$ cat config.mk
export PLATFORM = sky130hd
export DESIGN_NAME = flush_ctrl
export DESIGN_NICKNAME = d
export VERILOG_FILES = /design/src/design/mem_pkg.sv /design/src/design/cache_pkg.sv /design/src/design/flush_ctrl.sv
export SDC_FILE = /design/constraint.sdc
export NUM_CORES = 1
export LEC_CHECK = 0
export BUFFER_PORTS_ARGS = -buffer_cell sky130_fd_sc_hd__buf_2
export CAP_MARGIN = 10
export CORE_AREA = 2 2 39 41
export CTS_BUF_LIST = sky130_fd_sc_hd__clkbuf_4
export DETAILED_ROUTE_END_ITERATION = 7
export DIE_AREA = 0 0 41 43
export PLACE_DENSITY = 0.51
export SYNTH_ARGS = -nofsm -noshare
export SYNTH_HDL_FRONTEND = slang
export SYNTH_SLANG_ARGS = --single-unit
$ cat constraint.sdc
create_clock -name clk -period 1.5 [get_ports clk]
set_input_delay 0.375 -clock clk [delete_from_list [all_inputs] [get_ports clk]]
set_output_delay 0.375 -clock clk [all_outputs]
set_load 0.02 [all_outputs]
$ cat src/design/mem_pkg.sv
`default_nettype none

package mem_pkg;

   localparam int ADDR_W = 32;
   localparam int WORD_W = 32;
   localparam int LINE_W = 128;   // one cache line, also one memory beat

   typedef logic [ADDR_W-1:0] addr_t;
   typedef logic [WORD_W-1:0] word_t;
   typedef logic [LINE_W-1:0] line_t;

   // opcodes on the L1-to-L2 ports and on the memory port
   typedef enum logic [3:0] {
      MEM_LD_LINE = 4'd0,
      MEM_ST_LINE = 4'd1
   } mem_op_t;

endpackage

`default_nettype wire

$ cat src/design/cache_pkg.sv
`default_nettype none

package cache_pkg;
   import mem_pkg::*;

   localparam int L1_LINES   = 16;
   localparam int L2_LINES   = 64;
   localparam int L1_IDX_W   = $clog2(L1_LINES);
   localparam int L2_IDX_W   = $clog2(L2_LINES);
   localparam int LINE_OFF_W = $clog2(LINE_W / 8);
   localparam int L1_TAG_W   = ADDR_W - L1_IDX_W - LINE_OFF_W;
   localparam int L2_TAG_W   = ADDR_W - L2_IDX_W - LINE_OFF_W;

   typedef struct packed {
      logic [L1_TAG_W-1:0] tag;
      logic [L1_IDX_W-1:0] index;
      logic [1:0]          word_sel;   // word within the line
      logic [1:0]          offset;
   } l1_addr_t;

   typedef struct packed {
      logic [L2_TAG_W-1:0]   tag;
      logic [L2_IDX_W-1:0]   index;
      logic [LINE_OFF_W-1:0] offset;
   } l2_addr_t;

   // same address word, seen with the L1 or the L2 index split
   typedef union packed {
      addr_t    raw;
      l1_addr_t l1;
      l2_addr_t l2;
   } cache_addr_u;

   typedef logic [63:0] count_t;

   typedef enum logic [2:0] {
      FLUSH_IDLE       = 3'd0,
      WAIT_FOR_L1D_L1I = 3'd1,
      GOT_L1D          = 3'd2,
      GOT_L1I          = 3'd3,
      FLUSH_L2         = 3'd4
   } flush_state_t;

endpackage

`default_nettype wire

$ cat src/design/flush_ctrl.sv
`timescale 1ns/10ps
`default_nettype none

module flush_ctrl import cache_pkg::*; (
   input  logic clk,
   input  logic reset,
   input  logic flush_req_l1i,
   input  logic flush_req_l1d,
   input  logic l1i_flush_complete,
   input  logic l1d_flush_complete,
   input  logic l2_flush_complete,
   output logic in_flush_mode,
   output logic l2_flush_start
);

   flush_state_t r_state, n_state;
   logic         n_flush;
   logic         n_start;

   always_ff @(posedge clk)
   begin
      if (reset)
      begin
         r_state <= FLUSH_IDLE;
         in_flush_mode <= 1'b0;
         l2_flush_start <= 1'b0;
      end
      else
      begin
         r_state <= n_state;
         in_flush_mode <= n_flush;
         l2_flush_start <= n_start;
      end
   end

   always_comb
   begin
      n_state = r_state;
      n_flush = in_flush_mode;
      n_start = 1'b0;
      case (r_state)
         FLUSH_IDLE:
         begin
            if (flush_req_l1i || flush_req_l1d)
               n_flush = 1'b1;
            if (flush_req_l1i && flush_req_l1d)
               n_state = WAIT_FOR_L1D_L1I;
            else if (flush_req_l1i)
               n_state = GOT_L1D;   // l1d not asked, counts as done
            else if (flush_req_l1d)
               n_state = GOT_L1I;
         end
         WAIT_FOR_L1D_L1I:
         begin
            if (l1d_flush_complete && l1i_flush_complete)
            begin
               n_state = FLUSH_L2;
               n_start = 1'b1;
            end
            else if (l1d_flush_complete)
               n_state = GOT_L1D;
            else if (l1i_flush_complete)
               n_state = GOT_L1I;
         end
         GOT_L1D, GOT_L1I:
         begin
            // one L1 is in, wait for the other
            if ((r_state == GOT_L1D && l1i_flush_complete) ||
                (r_state == GOT_L1I && l1d_flush_complete))
            begin
               n_state = FLUSH_L2;
               n_start = 1'b1;
            end
         end
         FLUSH_L2:
         begin
            if (l2_flush_complete)
            begin
               n_state = FLUSH_IDLE;
               n_flush = 1'b0;
            end
         end
         default:
            n_state = FLUSH_IDLE;
      endcase
   end

endmodule

`default_nettype wire

Word-level counts from Yosys, hierarchy flattened
Index checks and enable logic that the tools add are counted.
Widths: inputs -> output; s select.
{ "totals": {"mem_bits_rw": 0, "latch_bits": 0, "input_bits": 7, "memories": 0, "regBits": 5, "rom_bits": 0, "output_inout_bits": 2} }
{ "op_classes": {"addsub": 0, "order_cmp": 0, "n_mux": 15, "n_mul": 0, "n_div": 0, "bitwise_logic": 0, "shifts": 0, "reduce_logical": 11, "n_eq_ne": 9} }
{ "op_table": {"columns": ["op", "n"], "rows": [
  ["$mux 3", 8],
  ["$pmux 3 s4", 1],
  ["$ne 4x4->1 const B", 2],
  ["$eq 3x2->1 const B", 2],
  ["$ne 2x2->1 const B", 3],
  ["$logic_and 1x1->1", 4],
  ["$mux 1", 4],
  ["$pmux 1 s2", 2],
  ["$reduce_and 4->1", 1],
  ["$eq 3x1->1 const B", 1],
  ["$eq 3x3->1 const B", 1],
  ["$logic_not 3->1", 1],
  ["$reduce_and 3->1", 1],
  ["$logic_or 1x1->1", 2],
  ["$reduce_bool 2->1", 1],
  ["$reduce_or 2->1", 1]
]} }

Depth between registers and ports, before layout
{ "depth": {"word_depth": 5, "depth_mapped": 5} }

Worst setup path after synthesis
Ideal clock, no wire load.
{ "synth_path": {"path_type": "input to register", "from": "input l1d_flush_complete", "to": "register r_state[1]", "stages": 4, "setup_time_ns": 0.103, "setup_slack_ns": 0.348, "t_arrival_ns": 1.048, "path_cell_list": "nand2b_4 > nor3b_2 > a21oi_1 > a2111oi_2"} }
{ "synth_via": {"elab_chain_cells": 4} }
{ "synth_lines": {"columns": ["element", "line_no", "text"], "rows": [
  ["start: declaration", "flush_ctrl.sv:10", "input logic l1d_flush_complete,"],
  ["$logic_and 1x1->1", "flush_ctrl.sv:69", "(r_state == GOT_L1I && l1d_flush_complete))"],
  ["$logic_or 1x1->1", "flush_ctrl.sv:68", "if ((r_state == GOT_L1D && l1i_flush_complete) ||"],
  ["$ne 2x2->1 (no line)", null, null],
  ["$reduce_and 4->1 (no line)", null, null],
  ["end signal: assignment", "flush_ctrl.sv:30", "r_state <= n_state;"],
  ["end: declaration", "flush_ctrl.sv:16", "flush_state_t r_state, n_state;"]
]} }
Parallel ways exist; a longest one is shown, timed or not.
A chain may end at the register's enable or synchronous reset.

Worst setup path after layout
{ "layout_path": {"from": "register r_state[2]", "to": "register r_state[1]"} }
{ "layout_via": {"elab_chain_cells": 5} }
{ "layout_lines": {"columns": ["element", "line_no"], "rows": [
  ["$eq 3x2->1, on equally long branches", "flush_ctrl.sv:41, flush_ctrl.sv:68, flush_ctrl.sv:69"],
  ["$logic_and 1x1->1, on equally long branches", "flush_ctrl.sv:68, flush_ctrl.sv:69"],
  ["$logic_or 1x1->1", "flush_ctrl.sv:68"],
  ["$ne 2x2->1 (no line)", null],
  ["$reduce_and 4->1 (no line)", null]
]} }
Parallel ways exist; a longest one is shown, timed or not.

==> reports/qor.yml <==
timing_hold_violations_final: 0
place_ws_ns: 0.158
worst_r2r_path_cells: 4
timing.critical_path.slowest_cell_delay_ns: 0.53
setup_repair_after_global_routing_missed_its_margin: "no"
antenna_found_initial: 0
area.sequential_um2: 100
synth_warnings: 0
multi_input_area_um2: 210
cts-htree-levels: 1
timing.max_cap.violations: 0
globalplace.congestion: 0.755
layoutNonFillerInstCount: 67
antennaDiodeCount: 0
grt_pass1_wl_mm: 1.32
cts.sink_count: 5
grt_remaining_overflow: 0
initial_core_util_pct: 24.9
post-cts-setup-buffers: 0
synth.yosys.seq_area_share_pct: 29.1
tightestPinTransition_ns: 0.431
cts_hold_buffers: 0
finalNetCount: 59
setup.worst_path.class: "register to register"
synthTopCellsByArea: "sky130_fd_sc_hd__dfxtp_1, sky130_fd_sc_hd__buf_6, sky130_fd_sc_hd__o32ai_2, sky130_fd_sc_hd__a21oi_1, sky130_fd_sc_hd__nor3_1"
timing.hold.worst.class: "input pin to register"
dpl-instance-area_um2: 389
postLayoutCoreUtil_pct: 30.3
post_synth_num_cell_types: 22
detail_route.wirelength_um: 804
tritoncts: "built"
syn-num-nets: 47
numCtsBuffers: 3
drt_iter0_markers: 4
via_per_inst: 4.93
netlist.top_cell.by_area: "sky130_fd_sc_hd__dfxtp_1"
clk_pin_slew_ns: 0.05
fp.dieArea_um2: 1760
worst_clock_skew_ns: 0.00124
worst_setup_path_start_kind: "register"
worstSetupEndpointType: "register"
synthToLayoutAreaGrowth_pct: 21.8
post_synth_instance_area_um2: 344
num_vias: 330
critPathSlowestCell: "sky130_fd_sc_hd__dfxtp_1"
synth-seq-cells: 5
post_route_cells_drive_above_1_share_pct: 35.3
avgRoutedWirePerCell_um: 12.0
postSynthAreaPerCell_um2: 8.60
tns_ns: 0
worst_ep_arrival_time_ns: 1.43
min_period_over_period_pct: 85.9
total_power_uw: 727
power_leakage_nw: 0.176
hpwl_um: 587
clk_latency_ns: 0.25
final_antenna_net_count: 0
critical_path.cell_chain: "nor3_1 > a21oi_1 > nor3_2 > a2111oi_2"
route.detailed.drc: 0
detailed_routing_iteration_count_for_the_pre_antenna_repair_pass: 2
worst-path-buf-inv: 0
final-max-slew-violation-count: 0
worst_supply_voltage_drop_on_vdd_v: 0.000306
worst-path-stages: 4
achievable-frequency_ghz: 0.776
run_status: "finished, final reports clean"
cells_after_synthesis: 40
number_of_global_route_vias_before_repair: 302
post_cts.resized_instances: 0
min_tclk_post_route_ns: 1.29
root_buffer: "sky130_fd_sc_hd__clkbuf_4"
stdcell_area_um2: 419
timing.final.ws_setup_ns: 0.211
setup_violations: 0
slew_headroom_pct: 70.9
power_per_cell_area_nw_per_um2: 1730
r2r_setup_slack_ns: 0.21
worst_hold_path_stage_count: 2
grt_start_max_net_pins: 11
placement_rows: 14
design.portCount: 9
die_width_um: 41
critical_path.max_fanout: 10
core_region_area_um2: 1380
filler_cell_count_in_the_final_layout: 162
post-synth-top-area-fraction_pct: 29.1
worstPathRequired_ns: 1.65
cts.path.max_buffers: 2
grt_usage_pct: 11.0
crit_family: "flip-flops"
dp.cells: 63
die-height_um: 43
port-buffer-count: 8
hold_ws_ns: 0.378
-- synthesized netlist by cell type, drive strengths merged --
library cell / n
a2111oi: 1
a211o: 1
a21oi: 3
buf: 2
dfxtp: 5
inv: 3
nand2: 3
nand2b: 2
nand3b: 1
nor2: 4
nor3: 4
nor3b: 1
nor4: 1
o211ai: 2
o21a: 1
o21ai: 2
o22a: 1
o311ai: 1
o32ai: 1
or2b: 1
-- where the power goes --
part / internal [mW] / switching, mW
logic: 0.146 / 0.151
clock network: 0.119 / 0.0625
registers: 0.176 / 0.0718
-- cells in the final DEF, fill, tap and decap left out, types with 2 or more instances in the layout --
| cell | Yosys | layout |
|---|---|---|
| sky130_fd_sc_hd__nor2_1 | 4 | 4 |
| sky130_fd_sc_hd__nor3_1 | 3 | 3 |
| sky130_fd_sc_hd__clkbuf_4 | 0 | 4 |
| sky130_fd_sc_hd__buf_2 | 0 | 8 |
| sky130_fd_sc_hd__nand2_1 | 3 | 3 |
| sky130_fd_sc_hd__o211ai_1 | 2 | 2 |
| sky130_fd_sc_hd__a21oi_1 | 3 | 3 |
| sky130_fd_sc_hd__o21ai_0 | 2 | 2 |
| sky130_fd_sc_hd__dfxtp_1 | 5 | 5 |
| sky130_fd_sc_hd__inv_1 | 3 | 3 |
-- registers in the layout, summed over array words and instances (netlist names) --
register and count:
in_flush_mode 1, l2_flush_start 1, r_state 3
-- worst register-to-register path: stages (launching register included) --
cell and delay [ns]:
sky130_fd_sc_hd__dfxtp_1 0.53, sky130_fd_sc_hd__nor3_1 0.11, sky130_fd_sc_hd__a21oi_1 0.16, sky130_fd_sc_hd__nor3_2 0.07, sky130_fd_sc_hd__a2111oi_2 0.32
-- layer usage --
metal | vias to the layer above | share of wire [%] | track usage [%]
li1 | 167 | - | -
met1 | 152 | 45 | 13.7
met2 | 9 | 49 | 17.2
met3 | 2 | 3.6 | 1.57
met4 | 0 | 2.1 | 6.00
met5 | - | 0 | 0
-- cell type report --
cell class,count,area share (%)
clock buffers,4,7.16
inverters,3,2.69
well taps,16,4.78
repair buffers,9,11.3
flip-flops and latches,5,23.9
multi-input cells,30,50.1
-- kinds of logic (layout without fill, tap and decap cells) --
kind of cell	count (synthesis)	in the layout	synth area share, %
buf+inv	5	16	9.82
compound gates	13	13	30.5
flops	5	5	29.1
simple gates	17	17	30.5
-- worst paths after layout --
path                  from             to
max             r_state[2]     r_state[1]
min                  reset     r_state[2]
min reg2reg  in_flush_mode  in_flush_mode
max reg2reg     r_state[2]     r_state[1]
Power figures use the tool's default switching activity.
