==> src/design/mem_pkg.sv <==
`default_nettype none

package mem_pkg;

   localparam int ADDR_W = 32;
   localparam int WORD_W = 32;
   localparam int LINE_W = 128;   // one cache line, also one memory beat

   typedef logic [ADDR_W-1:0] addr_t;
   typedef logic [WORD_W-1:0] word_t;
   typedef logic [LINE_W-1:0] line_t;

   // opcodes on the L1-to-L2 ports and on the memory port
   typedef enum logic [3:0] {
      MEM_LD_LINE = 4'd0,
      MEM_ST_LINE = 4'd1
   } mem_op_t;

endpackage

`default_nettype wire

==> src/design/cache_pkg.sv <==
`default_nettype none

package cache_pkg;
   import mem_pkg::*;

   localparam int L1_LINES   = 16;
   localparam int L2_LINES   = 64;
   localparam int L1_IDX_W   = $clog2(L1_LINES);
   localparam int L2_IDX_W   = $clog2(L2_LINES);
   localparam int LINE_OFF_W = $clog2(LINE_W / 8);
   localparam int L1_TAG_W   = ADDR_W - L1_IDX_W - LINE_OFF_W;
   localparam int L2_TAG_W   = ADDR_W - L2_IDX_W - LINE_OFF_W;

   typedef struct packed {
      logic [L1_TAG_W-1:0] tag;
      logic [L1_IDX_W-1:0] index;
      logic [1:0]          word_sel;   // word within the line
      logic [1:0]          offset;
   } l1_addr_t;

   typedef struct packed {
      logic [L2_TAG_W-1:0]   tag;
      logic [L2_IDX_W-1:0]   index;
      logic [LINE_OFF_W-1:0] offset;
   } l2_addr_t;

   // same address word, seen with the L1 or the L2 index split
   typedef union packed {
      addr_t    raw;
      l1_addr_t l1;
      l2_addr_t l2;
   } cache_addr_u;

   typedef logic [63:0] count_t;

   typedef enum logic [2:0] {
      FLUSH_IDLE       = 3'd0,
      WAIT_FOR_L1D_L1I = 3'd1,
      GOT_L1D          = 3'd2,
      GOT_L1I          = 3'd3,
      FLUSH_L2         = 3'd4
   } flush_state_t;

endpackage

`default_nettype wire

==> src/design/l1i.sv <==
`timescale 1ns/10ps
`default_nettype none

module l1i import mem_pkg::*, cache_pkg::*; (
   input  logic   clk,
   input  logic   reset,
   input  logic   fetch_valid,
   input  addr_t  fetch_addr,
   input  logic   flush_req,
   input  logic   l2_rsp_valid,
   input  line_t  l2_load_data,
   output logic   fetch_rsp_valid,
   output word_t  fetch_insn,
   output logic   flush_complete,
   output logic   l2_req,
   output addr_t  l2_addr,
   output count_t cache_accesses,
   output count_t cache_hits
);

   line_t               r_data [L1_LINES];
   logic [L1_TAG_W-1:0] r_tag [L1_LINES];
   logic [L1_LINES-1:0] r_valid;

   cache_addr_u         req_a, r_miss_a;
   logic [L1_IDX_W-1:0] idx;
   logic                hit;
   logic                r_flush;

   assign req_a.raw = fetch_addr;
   assign idx = req_a.l1.index;
   assign hit = r_valid[idx] && (r_tag[idx] == req_a.l1.tag);
   assign l2_addr = {r_miss_a.raw[ADDR_W-1:LINE_OFF_W], {LINE_OFF_W{1'b0}}};

   always_ff @(posedge clk)
   begin
      if (reset)
      begin
         r_valid <= '0;
         r_flush <= 1'b0;
         flush_complete <= 1'b0;
         fetch_rsp_valid <= 1'b0;
         l2_req <= 1'b0;
         cache_accesses <= '0;
         cache_hits <= '0;
      end
      else
      begin
         fetch_rsp_valid <= 1'b0;
         r_flush <= flush_req;
         flush_complete <= r_flush;   // two cycles after the request
         if (r_flush)
            r_valid <= '0;
         if (fetch_valid)
         begin
            cache_accesses <= cache_accesses + 1'b1;
            r_miss_a <= req_a;
            fetch_insn <= r_data[idx][req_a.l1.word_sel*WORD_W +: WORD_W];
            if (hit)
            begin
               cache_hits <= cache_hits + 1'b1;
               fetch_rsp_valid <= 1'b1;
            end
            else
               l2_req <= 1'b1;
         end
         if (l2_rsp_valid)
         begin
            l2_req <= 1'b0;
            r_data[r_miss_a.l1.index] <= l2_load_data;
            r_tag[r_miss_a.l1.index] <= r_miss_a.l1.tag;
            r_valid[r_miss_a.l1.index] <= 1'b1;
            fetch_insn <= l2_load_data[r_miss_a.l1.word_sel*WORD_W +: WORD_W];
            fetch_rsp_valid <= 1'b1;
         end
      end
   end

endmodule

`default_nettype wire

==> config.mk <==
export PLATFORM = sky130hd
export DESIGN_NAME = l1i
export DESIGN_NICKNAME = d
export VERILOG_FILES = /design/src/design/mem_pkg.sv /design/src/design/cache_pkg.sv /design/src/design/l1i.sv
export SDC_FILE = /design/constraint.sdc
export NUM_CORES = 2
export LEC_CHECK = 0
export BUFFER_PORTS_ARGS = -buffer_cell sky130_fd_sc_hd__buf_2
export CORE_ASPECT_RATIO = 1.5
export CORE_MARGIN = 2
export CORE_UTILIZATION = 55
export DETAILED_ROUTE_END_ITERATION = 10
export HOLD_SLACK_MARGIN = 0.06
export PLACE_DENSITY = 0.7
export SLEW_MARGIN = 10
export SYNTH_ARGS = -nofsm -noshare
export SYNTH_HDL_FRONTEND = slang
export SYNTH_SLANG_ARGS = --single-unit
==> constraint.sdc <==
create_clock -name clk -period 29.8 [get_ports clk]
set_input_delay 8.94 -clock clk [delete_from_list [all_inputs] [get_ports clk]]
set_output_delay 8.94 -clock clk [all_outputs]
set_load 0.03 [all_outputs]
### Yosys cells after proc, flatten, opt, wreduce, memory -nomap -nowiden

Memories as Yosys holds them, arrays and structs flattened.
Cells that the tools add are included.

| storage, ports and cells | value |
|---|---|
| register bits after elaboration | 212 |
| bits in writable memories | 2432 |
| output and inout bits | 195 |
| memories | 2 |

Memories:

| memory | words | width | read ports | clocked after Yosys merged registers in | write ports | RTL line | RTL |
|---|---|---|---|---|---|---|---|
| r_data | 16 | 128 | 1 | 0 | 1 | l1i.sv:21 | `line_t r_data [L1_LINES];` |
| r_tag | 16 | 24 | 1 | 0 | 1 | l1i.sv:22 | `logic [L1_TAG_W-1:0] r_tag [L1_LINES];` |

| cells by class | value |
|---|---|
| add/subtract/negate cells | 2 |
| magnitude comparators | 3 |
| equal/unequal tests | 1 |
| shift-type cells | 2 |
| muxes and demuxes | 15 |
| bitwise logic cells | 3 |
| reduce and logical (&&, ||, !) cells | 8 |

Operators with widths:

| cell | count |
|---|---|
| 128-bit by 8-bit indexed part select with 32-bit output | 2 |
| 64-bit by 1-bit adder with 64-bit output (second input constant) | 2 |
| 32-bit two-way mux | 2 |
| 16-bit two-way mux | 3 |
| 24-bit == test | 1 |
| 16-bit OR | 1 |
| 4-bit by 5-bit less-than comparator with 1-bit output (second input constant) | 2 |
| 1-bit two-way mux | 8 |
| 2-bit AND reduction | 4 |
| 1-bit binary-select mux with 4-bit select | 1 |
| 1-bit demux with 4-bit select | 1 |
| 4-bit by 1-bit greater-or-equal comparator with 1-bit output (second input constant) | 1 |
| 1-bit logical AND | 2 |
| 1-bit inverter | 2 |
| 2-bit nonzero test | 1 |
| 2-bit OR reduction | 1 |

### Logic depth before layout (Yosys ltp)

| depth | value |
|---|---|
| depth after elaboration | 6 |
| mapped depth | 16 |

### Worst setup path before layout

No wires, ideal clock.

| timing | value |
|---|---|
| path type | input to register |
| start | input port l2_rsp_valid |
| end | memory r_data[2][0] (netlist name), enable pin |
| setup time | 0.852 ns |
| arrival | 20.137 ns |
| required time | 28.948 ns |
| slack | 8.811 ns |
| stages | 4 |
| buffers on the path | 1 |
| path through | clkbuf_1 > nand2b_1 > or3b_2 > nor3_1 |

| on the way | value |
|---|---|
| longest elaborated chain between the ends | 3 |

Ends and longest elaborated chain:

| element | RTL line | RTL |
|---|---|---|
| start: declaration | l1i.sv:10 | `input logic l2_rsp_valid,` |
| 1-bit two-way mux | l1i.sv:67 | `if (l2_rsp_valid)` |
| 1-bit two-way mux | l1i.sv:37 | `if (reset)` |
| 1-bit two-way mux (not written as such) | l1i.sv:70 | `r_data[r_miss_a.l1.index] <= l2_load_data;` |
| end: declaration | l1i.sv:21 |  |

Every way passes these cells.

### Worst setup path in the final report

| timing | value |
|---|---|
| start | input port fetch_addr[5] |
| end | register cache_hits[63] |

| on the way | value |
|---|---|
| longest elaborated chain between the ends | 4 |

Ends and longest elaborated chain:

| element | RTL line | RTL |
|---|---|---|
| start: declaration | l1i.sv:8 | `input addr_t fetch_addr,` |
| memory read 16 x 24 bit or 1-bit binary-select mux with 4-bit select (tied branches) | n/a |  |
| 24-bit == test or 1-bit two-way mux (tied branches) | l1i.sv:32 | `assign hit = r_valid[idx] && (r_tag[idx] == req_a.l1.tag);` |
| 1-bit logical AND * | l1i.sv:32 |  |
| 2-bit AND reduction (no line) * | n/a |  |
| end signal: assignment | l1i.sv:61 | `cache_hits <= cache_hits + 1'b1;` |
| end: declaration | l1i.sv:18 | `output count_t cache_hits` |

Every way passes the cells marked *; elsewhere a longest branch is shown, timed or not. The select of a mux whose other input is x is not followed.
A chain may end at the register's enable or synchronous reset.

==> metrics.yaml <==
status: "finished, final reports clean"
synth-seq-area-share_pct: 75.82
fin_crit_sh_pct: 48.17
fin_tns_setup_ns: 0
ys_warn_count: 0
drt_iter0_drc: 5402
cts_inserted_buffers: 232
num-fill-cells: 12672
avgSynthCellArea_um2: 22.44
slew_viol_final: 0
cellLeakagePower_nw: 36.66
cts_root_buf: "clkbuf_16"
clk_pin_slew_worst_paths_ns: 0.06
finalSetupViolCount: 0
synth_cell_types: 63
cts_tree: "built"
hold_path_end: "r_valid[12]$_SDFF_PP0_"
fp.dieH_um: 533.2
yosys.area.top_type: "edfxtp_1"
nNetsFinal: 5145
cp.arrival_ns: 15.10
final_hold_viol_count: 0
avgRoutedWirePerCell_um: 31.06
slew-limit-headroom_pct: 20.57
hold_path.class: "reg2reg"
grt_pass1_vias: 50524
design.core.area_um2: 185900
drc: 0
grt_max_degree: 111
vias: 48972
critPathKind: "in2reg"
cts.sinks: 2642
period_minus_slack_ns: 14.35
reg2regPathDepth: 5
crit_path_cell_trace: "buf_8 > buf_4 > buf_4 > mux4_1 > mux2_2 > nand3_2 > o311a_1 > o211ai_1 > nor4b_1 > and4_1 > nand4_1 > mux2_2"
ys_top_cells_by_area: "edfxtp_1, mux4_2, dfxtp_1"
worstPathRequired_ns: 30.54
worst_pin_slew_ns: 1.189
ys_seq_elements: 2642
powerDensity_nw_per_um2: 64.66
drtPass1Iterations: 5
reg2reg_slack_ns: 24.78
cts.path.max_buffers: 4
dpl-instance-area_um2: 107200
post-cts-setup-buffers: 0
max_clock_freq_mhz: 69.66
fin_skew_ns: 0.05013
synthFlopType: "edfxtp_1"
rr_endpoint: "r_data[8][110]$_DFFE_PP_"
gp_congestion: 0.7891
antenna_left: 0
critPathMaxFanout: 69
maxCapViolCount: 0
crit_path_end_kind: "flip-flop"
syn_to_final_growth_pct: 11.50
power_w: 0.007403
row_count: 194
slowest_delay_ns: 1.01
ctsResizeCount: 0
syn_inst: 4575
hold_depth: 1
synth_edf_count: 2494
cp_num_buf_inv: 3
drive_gt1_share_pct: 32.34
die_width_um: 356.8
viasPerCell: 6.427
io-pin-count: 360
critPathSlowestCell: "and4_1"
cts_hold_buf: 0
async_flop_share_pct: 0
holdWs_ns: 0.4515
overflow: 0
wl_mm: 236.7
initial_utilization_pct: 55.22
reg2reg_from: "r_miss_a[4]$_DFFE_PP_"
htreeDepth: 4
dpl.hpwl_mm: 119.3
portBuffers: 353
insertion_delay_ns: 0.88
worstSetupStartpointType: "input port"
synth_area_um2: 102700
grt_pass1_wl_mm: 345.3
antenna_found_initial: 56
vdd_ir_drop_max_v: 0.00004858
fin_util_pct: 61.57
final_area_um2: 114500
grt_usage_pct: 25.03
path_delay_family: "simple AND/OR/NAND/NOR gates"
synth_top_cell_area_share_pct: 72.94
dieArea_um2: 190200
worstHoldStart: "r_valid[12]$_SDFF_PP0_"
rsz0062_at_grt: "false"
per-layer routing:
layer	GRT usage, %	vias up	routed length [um]
met5	0	-	436
met4	6.004	72	5437
met3	4.885	440	19600
met2	41.27	2004	120300
met1	34.97	26387	90940
li1	-	20069	-
cells by family (layout without fill, tap and decap cells):
| logic type | after synthesis | after routing | share of synthesized area (%) |
|---|---|---|---|
| AO/OA/AOI/OAI | 134 | 134 | 0.8603 |
| XOR/XNOR | 68 | 68 | 0.5800 |
| adder cells (fa/ha/maj) | 2 | 2 | 0.02437 |
| buffers and inverters | 283 | 863 | 1.311 |
| flip-flops | 2642 | 2642 | 75.82 |
| multiplexers | 930 | 930 | 18.79 |
| other | 1 | 16 | 0.003652 |
| AND/OR/NAND/NOR | 515 | 515 | 2.611 |
layout by cell type (no fill, tap or decap), drive strengths merged, types with 18 or more instances in the layout:
cell and instances:
buf 434, mux2i 48, nand4 33, or3 18, dfxtp 148, nand2 78
nor3 20, xnor2 28, nand3 40, xor2 40, edfxtp 2494, o21ai 32
inv 22, clkinv 93, bufinv 21, nor2b 61, and3 37, clkbuf 286
mux2 96, a21oi 30, mux4 786, nor2 153
cell usage after synthesis (37+ instances only):
| cell | number |
|---|---|
| xor2_1 | 40 |
| nand2_1 | 78 |
| mux2_2 | 95 |
| and3_1 | 37 |
| nor2_1 | 153 |
| buf_1 | 54 |
| dfxtp_1 | 148 |
| mux2i_1 | 48 |
| nor2b_1 | 61 |
| mux4_2 | 780 |
| edfxtp_1 | 2494 |
| clkbuf_1 | 151 |
| buf_4 | 41 |
| nand3_1 | 39 |
cell type report:
| type | instances | area, um2 | share of cell area [%] |
|---|---|---|---|
| Tap cell | 2450 | 3065 | 2.678 |
| Inverter | 15 | 63.81 | 0.05574 |
| Sequential cell | 2642 | 77850 | 68.00 |
| Timing Repair Buffer | 434 | 2569 | 2.244 |
| Antenna cell | 12 | 30.03 | 0.02623 |
| Clock inverter | 128 | 1176 | 1.027 |
| Multi-Input combinational cell | 1653 | 23620 | 20.64 |
| Clock buffer | 286 | 6101 | 5.329 |
where the power goes:
group | total [W] | internal (W) | switching [W]
Sequential | 0.00412 | 0.00410 | 0.0000192
Combinational | 0.000370 | 0.000157 | 0.000213
Clock | 0.00292 | 0.00163 | 0.00129
Total | 0.00740 | 0.00588 | 0.00152
registers in the layout, summed over array words and instances, names as in the netlist:
register	cells
fetch_insn	32
r_tag	384
cache_accesses	64
cache_hits	64
flush_complete	1
r_data	2048
l2_req	1
r_valid	16
r_miss_a	30
fetch_rsp_valid	1
r_flush	1
per-stage QoR:
step                std cells  setup WS [ns]
finish                   7620          15.45
global route             7610          15.08
CTS                      7607          15.40
detailed placement       7193          14.52
global placement         7193          14.48
floorplan                4578          8.811
how the worst max path moves through the flow:
stage / slack, ns / end / from / cells past startpoint
after global placement: 14.48 / cache_hits[63]$_SDFFE_PP0P_ / fetch_addr[5] / 12
after global routing: 15.08 / cache_hits[63]$_SDFFE_PP0P_ / fetch_addr[5] / 12
after floorplan: 8.81 / r_data[2][0]$_DFFE_PP_ / l2_rsp_valid / 4
after detailed placement: 14.52 / cache_hits[31]$_SDFFE_PP0P_ / fetch_addr[5] / 12
final: 15.45 / cache_hits[63]$_SDFFE_PP0P_ / fetch_addr[5] / 12
after CTS: 15.40 / cache_hits[31]$_SDFFE_PP0P_ / fetch_addr[5] / 12
Power figures use the tool's default switching activity.
